`src/hw/sd_cmd_pkg.sv`:
```
package sd_cmd_pkg;

    // ============================================================
    // frame layout
    // ============================================================

    // 48-bit command / response frame
    localparam int FRAME_BITS = 48;
    localparam int CRC_BITS = 7;
    // start, transmission, index and argument are covered
    localparam int CRC_COVER_BITS = 40;
    // x^7 + x^3 + 1, top term implied
    localparam logic [CRC_BITS-1:0] CRC7_POLY = 7'h09;

    // ============================================================
    // line timing
    // ============================================================

    // cmd_in forced high while the card takes over the line
    localparam int TURNAROUND_CYCLES = 2;
    // start-bit search window after turnaround
    localparam int RESP_TIMEOUT_CYCLES = 64;

    // one counter width serves bit count, turnaround and timeout
    localparam int CNT_BITS = $clog2(RESP_TIMEOUT_CYCLES > FRAME_BITS ?
                                     RESP_TIMEOUT_CYCLES : FRAME_BITS);
    localparam logic [CNT_BITS-1:0] LAST_BIT_CNT = CNT_BITS'(FRAME_BITS - 1);
    localparam logic [CNT_BITS-1:0] CRC_COVER_CNT = CNT_BITS'(CRC_COVER_BITS);
    // first bit after the crc field, i.e. the end bit
    localparam logic [CNT_BITS-1:0] CRC_OUT_END_CNT = CNT_BITS'(CRC_COVER_BITS + CRC_BITS);
    localparam logic [CNT_BITS-1:0] TURN_LAST_CNT = CNT_BITS'(TURNAROUND_CYCLES - 1);
    localparam logic [CNT_BITS-1:0] TIMEOUT_LAST_CNT = CNT_BITS'(RESP_TIMEOUT_CYCLES - 1);

    // receiver states
    localparam logic [1:0] RX_IDLE = 2'd0;
    localparam logic [1:0] RX_TURN = 2'd1;
    localparam logic [1:0] RX_SEARCH = 2'd2;
    localparam logic [1:0] RX_CAPTURE = 2'd3;

    // ============================================================
    // types
    // ============================================================

    typedef struct packed {
        logic start;
        logic transmission;
        logic [5:0] index;
        logic [31:0] argument;
        logic [CRC_BITS-1:0] crc;
        logic end_bit;
    } sd_frame_fields_t;

    // shifted as raw, checked as fields
    typedef union packed {
        logic [FRAME_BITS-1:0] raw;
        sd_frame_fields_t fields;
    } sd_frame_u;

    typedef struct packed {
        logic [5:0] index;
        logic [31:0] arg;
        logic resp_en;
    } sd_cmd_req_t;

    typedef struct packed {
        logic timeout;
        logic crc_err;
        logic end_err;
    } sd_resp_status_t;

endpackage

```
`src/hw/sd_crc7.sv`:
```
module sd_crc7 (
    input  logic clk_fast,
    input  logic arst_n,
    input  logic clear,
    input  logic shift_en,
    input  logic bit_in,
    output logic [sd_cmd_pkg::CRC_BITS-1:0] crc
);

    logic feedback;

    // msb out xor new bit drives the taps
    assign feedback = bit_in ^ crc[sd_cmd_pkg::CRC_BITS-1];

    always_ff @(posedge clk_fast or negedge arst_n) begin
        if (!arst_n) begin
            crc <= '0;
        end else if (clear) begin
            crc <= '0;
        end else if (shift_en) begin
            // shift left, fold polynomial in on feedback
            crc <= {crc[sd_cmd_pkg::CRC_BITS-2:0], 1'b0}
                   ^ (feedback ? sd_cmd_pkg::CRC7_POLY : '0);
        end
    end

endmodule

```
`src/hw/sd_cmd_tx.sv`:
```
module sd_cmd_tx (
    input  logic clk_fast,
    input  logic arst_n,
    input  logic start,
    input  sd_cmd_pkg::sd_cmd_req_t req,
    output logic cmd_out,
    output logic cmd_oe,
    output logic tx_last
);

    sd_cmd_pkg::sd_frame_u frame;
    logic [sd_cmd_pkg::CNT_BITS-1:0] cnt;
    logic [sd_cmd_pkg::CRC_BITS-1:0] crc;
    logic crc_en;
    logic crc_phase;
    logic [2:0] crc_idx;

    // ============================================================
    // bit counter and line enable
    // ============================================================

    always_ff @(posedge clk_fast or negedge arst_n) begin
        if (!arst_n) begin
            cmd_oe <= 1'b0;
            cnt <= '0;
            tx_last <= 1'b0;
        end else begin
            tx_last <= 1'b0;
            if (start) begin
                cmd_oe <= 1'b1;
                cnt <= '0;
            end else if (cmd_oe) begin
                cnt <= cnt + 1'b1;
                // end bit goes out this cycle
                if (cnt == sd_cmd_pkg::LAST_BIT_CNT) begin
                    cmd_oe <= 1'b0;
                    tx_last <= 1'b1;
                end
            end
        end
    end

    // frame shifter, msb first
    always_ff @(posedge clk_fast) begin
        if (start) begin
            frame.fields <= '{start: 1'b0, transmission: 1'b1, index: req.index,
                              argument: req.arg, crc: '0, end_bit: 1'b1};
        end else if (cmd_oe) begin
            frame.raw <= {frame.raw[sd_cmd_pkg::FRAME_BITS-2:0], 1'b1};
        end
    end

    // ============================================================
    // crc insertion
    // ============================================================

    // first 40 bits feed the crc
    assign crc_en = cmd_oe && (cnt < sd_cmd_pkg::CRC_COVER_CNT);
    // next 7 bits come from the crc register, msb first
    assign crc_phase = (cnt >= sd_cmd_pkg::CRC_COVER_CNT)
                       && (cnt < sd_cmd_pkg::CRC_OUT_END_CNT);
    assign crc_idx = 3'(sd_cmd_pkg::CRC_OUT_END_CNT - 1'b1 - cnt);

    // idle line is high
    assign cmd_out = !cmd_oe ? 1'b1 : (crc_phase ? crc[crc_idx] : frame.raw[47]);

    sd_crc7 u_crc7 (
        .clk_fast(clk_fast),
        .arst_n(arst_n),
        .clear(start),
        .shift_en(crc_en),
        .bit_in(frame.raw[47]),
        .crc(crc)
    );

endmodule

```
`src/hw/sd_resp_rx.sv`:
```
module sd_resp_rx (
    input  logic clk_fast,
    input  logic arst_n,
    input  logic arm,
    input  logic cmd_in,
    output logic rx_done,
    output sd_cmd_pkg::sd_frame_u resp_data,
    output sd_cmd_pkg::sd_resp_status_t resp_status
);

    logic [1:0] state;
    logic [sd_cmd_pkg::CNT_BITS-1:0] cnt;
    logic start_seen;
    logic shift_en;
    logic crc_en;
    logic [sd_cmd_pkg::CRC_BITS-1:0] crc;
    sd_cmd_pkg::sd_frame_u next_frame;

    // ============================================================
    // capture datapath
    // ============================================================

    // low bit during search is the start bit
    assign start_seen = (state == sd_cmd_pkg::RX_SEARCH) && !cmd_in;
    assign shift_en = start_seen || (state == sd_cmd_pkg::RX_CAPTURE);
    // start bit counts as bit 0 of the crc span
    assign crc_en = start_seen
                    || ((state == sd_cmd_pkg::RX_CAPTURE) && (cnt < sd_cmd_pkg::CRC_COVER_CNT));

    // frame including the bit on the line now
    assign next_frame.raw = {resp_data.raw[sd_cmd_pkg::FRAME_BITS-2:0], cmd_in};

    always_ff @(posedge clk_fast) begin
        if (shift_en) begin
            resp_data <= next_frame;
        end
    end

    sd_crc7 u_crc7 (
        .clk_fast(clk_fast),
        .arst_n(arst_n),
        .clear(arm),
        .shift_en(crc_en),
        .bit_in(cmd_in),
        .crc(crc)
    );

    // ============================================================
    // receive FSM
    // ============================================================

    always_ff @(posedge clk_fast or negedge arst_n) begin
        if (!arst_n) begin
            state <= sd_cmd_pkg::RX_IDLE;
            cnt <= '0;
            rx_done <= 1'b0;
            resp_status <= '0;
        end else begin
            rx_done <= 1'b0;
            case (state)
                sd_cmd_pkg::RX_IDLE: begin
                    if (arm) begin
                        // old status dropped at new response
                        resp_status <= '0;
                        cnt <= '0;
                        state <= sd_cmd_pkg::RX_TURN;
                    end
                end
                sd_cmd_pkg::RX_TURN: begin
                    // line still settling, cmd_in not looked at
                    if (cnt == sd_cmd_pkg::TURN_LAST_CNT) begin
                        cnt <= '0;
                        state <= sd_cmd_pkg::RX_SEARCH;
                    end else begin
                        cnt <= cnt + 1'b1;
                    end
                end
                sd_cmd_pkg::RX_SEARCH: begin
                    if (start_seen) begin
                        // bit 0 already in, next one is bit 1
                        cnt <= 1;
                        state <= sd_cmd_pkg::RX_CAPTURE;
                    end else if (cnt == sd_cmd_pkg::TIMEOUT_LAST_CNT) begin
                        // silent card
                        resp_status.timeout <= 1'b1;
                        rx_done <= 1'b1;
                        state <= sd_cmd_pkg::RX_IDLE;
                    end else begin
                        cnt <= cnt + 1'b1;
                    end
                end
                sd_cmd_pkg::RX_CAPTURE: begin
                    cnt <= cnt + 1'b1;
                    if (cnt == sd_cmd_pkg::LAST_BIT_CNT) begin
                        // crc register settled since bit 40
                        resp_status.crc_err <= (next_frame.fields.crc != crc);
                        resp_status.end_err <= !next_frame.fields.end_bit;
                        rx_done <= 1'b1;
                        state <= sd_cmd_pkg::RX_IDLE;
                    end
                end
                default: begin
                    state <= sd_cmd_pkg::RX_IDLE;
                end
            endcase
        end
    end

endmodule

```
`src/hw/sd_cmd_seq.sv`:
```
module sd_cmd_seq (
    input  logic clk_fast,
    input  logic arst_n,
    input  logic cmd_trigger,
    input  sd_cmd_pkg::sd_cmd_req_t req,
    input  logic tx_last,
    input  logic rx_done,
    output logic tx_start,
    output logic rx_arm,
    output logic cmd_done,
    output logic resp_done,
    output logic busy
);

    logic trig_q;
    logic trig_qq;
    logic trig_pulse;

    // ============================================================
    // trigger toggle detect
    // ============================================================

    always_ff @(posedge clk_fast or negedge arst_n) begin
        if (!arst_n) begin
            trig_q <= 1'b0;
            trig_qq <= 1'b0;
        end else begin
            trig_q <= cmd_trigger;
            trig_qq <= trig_q;
        end
    end

    // one cycle per toggle, either direction
    assign trig_pulse = trig_q ^ trig_qq;

    // ============================================================
    // command / response sequencing
    // ============================================================

    always_ff @(posedge clk_fast or negedge arst_n) begin
        if (!arst_n) begin
            tx_start <= 1'b0;
            rx_arm <= 1'b0;
            cmd_done <= 1'b0;
            resp_done <= 1'b0;
            busy <= 1'b0;
        end else begin
            tx_start <= 1'b0;
            rx_arm <= 1'b0;
            // toggles while busy are dropped
            if (trig_pulse && !busy) begin
                busy <= 1'b1;
                tx_start <= 1'b1;
            end
            if (tx_last) begin
                cmd_done <= ~cmd_done;
                // req held stable by host until done
                if (req.resp_en) begin
                    rx_arm <= 1'b1;
                end else begin
                    busy <= 1'b0;
                end
            end
            // response captured or timed out
            if (rx_done) begin
                resp_done <= ~resp_done;
                busy <= 1'b0;
            end
        end
    end

endmodule

```
`src/hw/sd_cmd_ctrl.sv`:
```
module sd_cmd_ctrl (
    input  logic clk_fast,
    input  logic arst_n,
    input  logic cmd_trigger,
    input  sd_cmd_pkg::sd_cmd_req_t cmd_req,
    output logic cmd_done,
    output logic resp_done,
    output sd_cmd_pkg::sd_frame_u resp_data,
    output sd_cmd_pkg::sd_resp_status_t resp_status,
    output logic busy,
    output logic cmd_out,
    output logic cmd_oe,
    input  logic cmd_in
);

    logic tx_start;
    logic tx_last;
    logic rx_arm;
    logic rx_done;

    // ============================================================
    // sequencer
    // ============================================================

    sd_cmd_seq u_seq (
        .clk_fast(clk_fast),
        .arst_n(arst_n),
        .cmd_trigger(cmd_trigger),
        .req(cmd_req),
        .tx_last(tx_last),
        .rx_done(rx_done),
        .tx_start(tx_start),
        .rx_arm(rx_arm),
        .cmd_done(cmd_done),
        .resp_done(resp_done),
        .busy(busy)
    );

    // command out to the card
    sd_cmd_tx u_tx (
        .clk_fast(clk_fast),
        .arst_n(arst_n),
        .start(tx_start),
        .req(cmd_req),
        .cmd_out(cmd_out),
        .cmd_oe(cmd_oe),
        .tx_last(tx_last)
    );

    // response back from the card
    sd_resp_rx u_rx (
        .clk_fast(clk_fast),
        .arst_n(arst_n),
        .arm(rx_arm),
        .cmd_in(cmd_in),
        .rx_done(rx_done),
        .resp_data(resp_data),
        .resp_status(resp_status)
    );

endmodule

```
`config.mk`:
```
export PLATFORM = sky130hd
export DESIGN_NAME = sd_cmd_ctrl
export DESIGN_NICKNAME = d
export VERILOG_FILES = /design/src/hw/sd_cmd_pkg.sv /design/src/hw/sd_crc7.sv /design/src/hw/sd_cmd_tx.sv /design/src/hw/sd_resp_rx.sv /design/src/hw/sd_cmd_seq.sv /design/src/hw/sd_cmd_ctrl.sv
export SDC_FILE = /design/constraint.sdc
export NUM_CORES = 1
export LEC_CHECK = 0
export BUFFER_PORTS_ARGS = -buffer_cell sky130_fd_sc_hd__buf_2
export CAP_MARGIN = 5
export CORE_ASPECT_RATIO = 1.75
export CORE_MARGIN = 1
export CORE_UTILIZATION = 57
export CTS_BUF_LIST = sky130_fd_sc_hd__clkbuf_8
export CTS_CLUSTER_SIZE = 25
export DETAILED_ROUTE_END_ITERATION = 10
export PLACE_DENSITY = 0.81
export SKIP_CTS_REPAIR_TIMING = 1
export SYNTH_ARGS = -nofsm -noshare
export SYNTH_HDL_FRONTEND = slang
export SYNTH_HIERARCHICAL = 1
export SYNTH_SLANG_ARGS = --single-unit
```
`constraint.sdc`:
```
create_clock -name clk_fast -period 2.7 [get_ports clk_fast]
set_clock_uncertainty 0.05 [all_clocks]
set_input_delay 0.27 -clock clk_fast [delete_from_list [all_inputs] [get_ports clk_fast]]
set_output_delay 0.27 -clock clk_fast [all_outputs]
set_load 0.05 [all_outputs]
```
==> impl_results.md, run 1 <==
- Routed wire length per instance: 15.9 µm
- Slew at the pin with the worst max-slew slack: 900 ps
- Synth Cell Area: 5410 µm²
- Antenna cells: 0
- Fill cell count: 625
- Final worst-path cycle share: 0.911
- Hold Crit Class: input pin to flop
- Crit-path slowest cell: dfrtp_1
- Crit path kind: flop to output port
- Final setup vio count: 0
- Number of antenna violations at the first check in global routing: 0
- Global Route Usage Sum: 0.212
- Final net count: 523
- Global-route wire length before repair: 15300 µm
- Routed wire length: 9680 µm
- Ys Warns: 6
- Full die area: 9900 µm²
- Starting DRT DRC Count: 147
- RSZ-0062 raised after global routing: false
- Leakage Power: 2.71 nW
- Clk slew on worst S/H paths: 70 ps
- Seq/Total Area, Yosys: 0.701
- Worst r2r dst: u_tx/frame[26]$_DFFE_PP_
- Final Non-Filler Cells: 609
- Final setup TNS: 0 ps
- Initial Util: 0.591
- Post-DRT Antenna Nets: 0
- TritonCTS clock tree: yes
- CTS sink count: 136
- Vias: 3351
- CTS Buffer Depth: 2
- RR Startpoint: u_tx/cmd_oe$_DFF_PN0_
- Worst-Skew Late Latency: 430 ps
- R2R depth: 3
- Share of cells above drive strength 1: 0.299
- Status: finished, final reports clean
- Seq. cell area: 3790 µm²
- Crit path cell chain: inv_1 -> ha_1 -> nand2_1 -> a211oi_1 -> nand3_1 -> nand4_1 -> buf_2
- FP Rows: 46
- Vias/cell: 5.50
- VDD IR max: 945 µV
- Setup slack, reg-to-reg: 750 ps
- Power Dens Cells: 1330 nW/µm²
- Syn Nets: 418
- Minimum clock period: 2460 ps
- Die Ht: 131 µm
- GPL Wtd Cong: 0.792
- Top Ports: 99
- Worst setup EP type: output port
- Area occupied by multi-input gates: 1500 µm²
- Worst Hold Endpoint: u_seq/rx_arm$_DFF_PN0_
- DP Area: 5990 µm²
- Main synth FF type: edfxtp_1
- Hold Violations, Final: 0
- Cts bufs inserted: 17
- EDFF count, synth: 86
- Worst hold path depth: 2
- Hold Startpoint: cmd_req[0]
- Largest net degree at the start of global routing: 49
- Post-synthesis instance total: 371
- Worst rel slew slack: 0.400
- Design area: 6380 µm²
- F_max: 406 MHz
- Type of origin of the critical path: flop
- CTS H-tree lvls: 4
- Layout area overhead: 17.9%
- Worst-path maximum fanout: 6
- Worst Path Required: 2380 ps
- Port Buffer Count: 98
- Distinct cell type count after synthesis: 51
- Die X-Extent: 75.6 µm
- Max Cap Viol: 0
- Cells after DPL: 575
- Worst EP arrival: 2140 ps
- FFs w/ async S/R, synth: 0.301
- Slew Viols, Final: 0
- Number of global-route vias before repair: 3184
- DRC: 0
- DP HPWL: 6490 µm
- Clock root buffer: clkbuf_8
- Mean post-synth cell area: 14.6 µm²
- Post-layout util: 0.697
- Core Footprint: 9150 µm²
- DR pass1 iterations: 4
- Total grt overflow: 0
- Synthesized flop and latch total: 136
- Largest stage delay, worst path: 460 ps
## critical path, delay by kind of cell (launching register included)
kind / cells / cell delay (ps)
AO/OA/AOI/OAI: 1 / 240
AND/OR/NAND/NOR: 3 / 250
adder cells (fa/ha/maj): 1 / 370
flip-flops: 1 / 460
buffers and inverters: 2 / 390
## metal layers
| metal | vias up | track usage | routed length [µm] |
|---|---|---|---|
| met5 | - | 0 | 0 |
| met4 | 0 | 0.0893 | 175 |
| met3 | 14 | 0.0629 | 446 |
| met2 | 109 | 0.350 | 5120 |
| met1 | 1628 | 0.256 | 3940 |
| li1 | 1600 | - | - |
## power breakdown
part | total (mW) | internal (mW) | leakage, nW | switching (mW)
logic | 3.20 | 0.865 | 1.08 | 2.33
registers | 3.78 | 3.22 | 1.45 | 0.561
clock network | 1.50 | 0.727 | 0.179 | 0.773
total | 8.48 | 4.81 | 2.71 | 3.67
## flip-flops by register name (all words and copies together) (netlist names), 2 cells and up
name              cells
u_rx/u_crc7/crc       7
u_rx/state            2
u_tx/cnt              6
u_tx/u_crc7/crc       7
u_rx/resp_data       48
u_rx/cnt              6
u_tx/frame           47
u_rx/resp_status      3
## synth_stat cells, drive strengths merged, types with 3 or more instances
master   n  area share
nor2    39       0.028
xor2     7       0.011
edfxtp  86        0.48
a21oi    4      0.0037
clkbuf   4      0.0028
nor3     5      0.0056
nand2b   3      0.0035
xnor2   11       0.018
ha       4      0.0093
mux2i   21       0.039
a21o     3      0.0042
nand4    5      0.0069
or2      3      0.0035
inv      6      0.0042
buf     16       0.016
dfxtp    9       0.033
a211oi   3      0.0042
nand2   22       0.015
o21ai    5      0.0046
a22o    38       0.062
nand3    5      0.0056
dfrtp   41        0.19
and2     3      0.0035
## stage by stage
step / hold slack, ps / worst slack (ps) / power [mW]
global placement: 331 / 765 / 6.93
floorplan: -75.6 / 182 / 6.27
global route: 4.58 / 66.6 / 8.94
finish: 8.78 / 239 / 8.48
CTS: -135 / 192 / 8.56
detailed placement: 330 / 673 / 7.04
## cells in the final DEF, fill, tap and decap left out, drive strengths merged, types with 3 or more instances in the layout
cell,Yosys,routed
dfxtp,9,9
clkinvlp,0,4
xor2,7,7
a22o,38,38
o21ai,5,5
edfxtp,86,86
ha,4,4
nor3,5,5
nand4,5,5
or2,3,3
a21o,3,3
and2,3,3
a21oi,4,4
nand3,5,5
clkinv,0,7
nand2,22,22
inv,6,9
dfrtp,41,41
nand2b,3,3
clkbuf,4,17
buf,16,104
mux2i,21,21
nor2,39,39
a211oi,3,3
xnor2,11,11
## cell families (layout without fill, tap and decap cells)
logic type | Yosys count | in the layout | share of synthesized area
buffers and inverters | 26 | 144 | 0.0234
xor gates and xnor gates | 18 | 18 | 0.0292
DFF | 136 | 136 | 0.701
muxes | 23 | 23 | 0.0458
adders and majority gates | 4 | 4 | 0.00926
and+or+nand+nor | 97 | 97 | 0.0891
AOI/OAI and AO/OA | 67 | 67 | 0.103
## worst max-delay path by stage
stage / start / end / cells after the start
finish: u_tx/cnt[0]$_DFFE_PN0P_ / cmd_out / 7
global route: u_tx/cnt[0]$_DFFE_PN0P_ / cmd_out / 7
CTS: u_tx/cnt[0]$_DFFE_PN0P_ / cmd_out / 7
detailed placement: u_tx/cnt[0]$_DFFE_PN0P_ / cmd_out / 7
global placement: u_tx/cnt[0]$_DFFE_PN0P_ / cmd_out / 7
floorplan: u_tx/cmd_oe$_DFF_PN0_ / u_tx/frame[10]$_DFFE_PP_ / 3
## final cells by class
class | count | area share
Sequential cell | 136 | 0.594
Tap cell | 120 | 0.0235
Timing Repair Buffer | 106 | 0.0871
Clock buffer | 17 | 0.0367
Clock inverter | 15 | 0.0202
Inverter | 6 | 0.00353
Multi-Input combinational cell | 209 | 0.234
(Power assumes the default switching activity.)
==> run 2: changes to the inputs <==
--- a/config.mk
+++ b/config.mk
@@ -9,11 +9,11 @@
 export CAP_MARGIN = 5
 export CORE_ASPECT_RATIO = 1.75
 export CORE_MARGIN = 1
-export CORE_UTILIZATION = 57
+export CORE_UTILIZATION = 50
 export CTS_BUF_LIST = sky130_fd_sc_hd__clkbuf_8
 export CTS_CLUSTER_SIZE = 25
 export DETAILED_ROUTE_END_ITERATION = 10
-export PLACE_DENSITY = 0.81
+export PLACE_DENSITY = 0.73
 export SKIP_CTS_REPAIR_TIMING = 1
 export SYNTH_ARGS = -nofsm -noshare
 export SYNTH_HDL_FRONTEND = slang
==> run 2 against run 1 <==
Against the previous run:
- worst hold slack gained 26 ps
- cell count grew 1.5%
- via count shrank 0.98%
- first-iteration DRC count grew 19%
- largest cell class unchanged
- largest power group unchanged
- highest routed layer unchanged
==> impl_results.md, run 2 (synthesis results as in run 1) <==
- Status: finished, final reports clean
- DP HPWL: 6770 µm (+4.4%)
- CTS Buffer Depth: 2 (unchanged)
- Final net count: 525 (+0.38%)
- Max Cap Viol: 0 (unchanged)
- Power Dens Cells: 1350 nW/µm² (+1.8%)
- GPL Wtd Cong: 0.835 (+5.4%)
- Clk slew on worst S/H paths: 70 ps (about the same)
- Global-route wire length before repair: 16000 µm (+4.6%)
- Die X-Extent: 80.6 µm (+6.6%)
- DRC: 0 (unchanged)
- Worst rel slew slack: 0.407 (+0.00703)
- Worst setup EP type: output port
- CTS sink count: 136 (unchanged)
- Leakage Power: 2.74 nW (+1.2%)
- Vias/cell: 5.37 (-2.4%)
- Clock root buffer: clkbuf_8
- Worst-path maximum fanout: 6 (unchanged)
- Worst EP arrival: 2140 ps (about the same)
- DP Area: 6020 µm² (+0.40%)
- Number of global-route vias before repair: 3306 (+3.8%)
- Max reg flops: 48 (unchanged)
- Top Ports: 99 (unchanged)
- Die Ht: 140 µm (+6.7%)
- Initial Util: 0.519 (-0.0721)
- Top reg by flops: u_rx/resp_data
- Slew at the pin with the worst max-slew slack: 890 ps (-10.6 ps)
- Global Route Usage Sum: 0.189 (-0.0233)
- Antenna cells: 0 (unchanged)
- Pre-CTS setup slack: 687 ps (+14.2 ps)
- Hold Violations, Final: 0 (unchanged)
- Worst-Skew Late Latency: 420 ps (about the same)
- Final setup vio count: 0 (unchanged)
- CTS H-tree lvls: 4 (unchanged)
- Port Buffer Count: 98 (unchanged)
- Hold Crit Class: input pin to flop
- Slew Viols, Final: 0 (unchanged)
- Routed wire length: 10000 µm (+3.3%)
- Post-DRT Antenna Nets: 0 (unchanged)
- Core Footprint: 10400 µm² (+14%)
- Full die area: 11300 µm² (+14%)
- Starting DRT DRC Count: 175 (+19%)
- Overall Power: 8.73 mW (+3.0%)
- Area occupied by multi-input gates: 1500 µm² (unchanged)
- DR pass1 iterations: 4 (unchanged)
- Cts bufs inserted: 17 (unchanged)
- Number of antenna violations at the first check in global routing: 0 (unchanged)
- FP Rows: 49 (+6.5%)
- Fill cell count: 836 (+34%)
- Vias: 3318 (-0.98%)
- Seq. cell area: 3790 µm² (unchanged)
- Type of origin of the critical path: flop
- Largest net degree at the start of global routing: 47 (-4.1%)
- RSZ-0062 raised after global routing: false
- Crit path kind: flop to output port
- Final worst-path cycle share: 0.913 (+0.00108)
- Final setup TNS: 0 ps (unchanged)
- Commonest non-fill, non-tap cells in the layout: buf_2 (98), edfxtp_1 (86), dfrtp_1 (40)
- Design area: 6450 µm² (+1.1%)
- Total grt overflow: 0 (unchanged)
- F_max: 406 MHz (-0.12%)
- TritonCTS clock tree: yes
- Worst Path Required: 2380 ps (about the same)
- Layout area overhead: 19.3%
- VDD IR max: 921 µV (-2.6%)
- Share of cells above drive strength 1: 0.303 (+0.00489)
- Minimum clock period: 2460 ps (+2.92 ps)
- Most common cell after layout, fill and taps aside: buf_2
- Final WS setup: 236 ps (-2.92 ps)
- WHS: 35.0 ps (+26.2 ps)
- Largest registers: u_rx/resp_data: 48 flops, u_tx/frame: 47 flops
- Routed wire length per instance: 16.2 µm (+1.8%)
[run 2: power by group]
| part | switching, mW | total, mW | internal, mW |
|---|---|---|---|
| clock network | 0.781 | 1.70 | 0.917 |
| logic | 2.37 | 3.26 | 0.890 |
| registers | 0.551 | 3.77 | 3.22 |
| total | 3.71 | 8.73 | 5.02 |
[run 2: final cells by class]
cell class                 instances  area share
multi-input combinational        209       0.232
timing repair buffer             108      0.0885
tap                              127      0.0246
sequential                       136       0.588
inverter                           6     0.00349
clock inverter                    15      0.0276
clock buffer                      17      0.0363
[run 2: final timing paths]
check                                     startpoint                        endpoint  slack, ps  depth (start not counted)
min reg2reg                   u_seq/trig_q$_DFF_PN0_         u_seq/trig_qq$_DFF_PN0_        350                          0
min                                       cmd_req[0]          u_seq/rx_arm$_DFF_PN0_         40                          2
max                          u_tx/cnt[0]$_DFFE_PN0P_                         cmd_out        240                          7
max reg2reg                u_rx/state[0]$_DFFE_PN0P_    u_rx/resp_data[30]$_DFFE_PP_        720                          4
max in group asynchronous                     arst_n        u_seq/tx_start$_DFF_PN0_       1530                          2
min in group asynchronous                     arst_n  u_tx/u_crc7/crc[2]$_DFFE_PN0P_        460                          2
[run 2: layer usage]
metal | vias up | part of all wire | global-route usage
met4 | 0 | 0.013 | 0.0648
met2 | 78 | 0.53 | 0.317
met1 | 1635 | 0.42 | 0.226
li1 | 1596 | - | -
met3 | 9 | 0.042 | 0.0584
met5 | - | 0 | 0
[run 2: critical path, stage by stage (launching register included)]
cell and delay (ps):
dfrtp_1 470, inv_1 110, ha_1 370, nand2_1 70, a211oi_1 230, nand3_1 100, nand4_1 100, buf_2 270
[run 2: stage by stage]
step                      std cells  utilization
after floorplan                 371            -
after global placement          584        0.577
after detailed placement        584        0.577
after CTS                       616        0.617
after global routing            618        0.619
final                           618        0.619
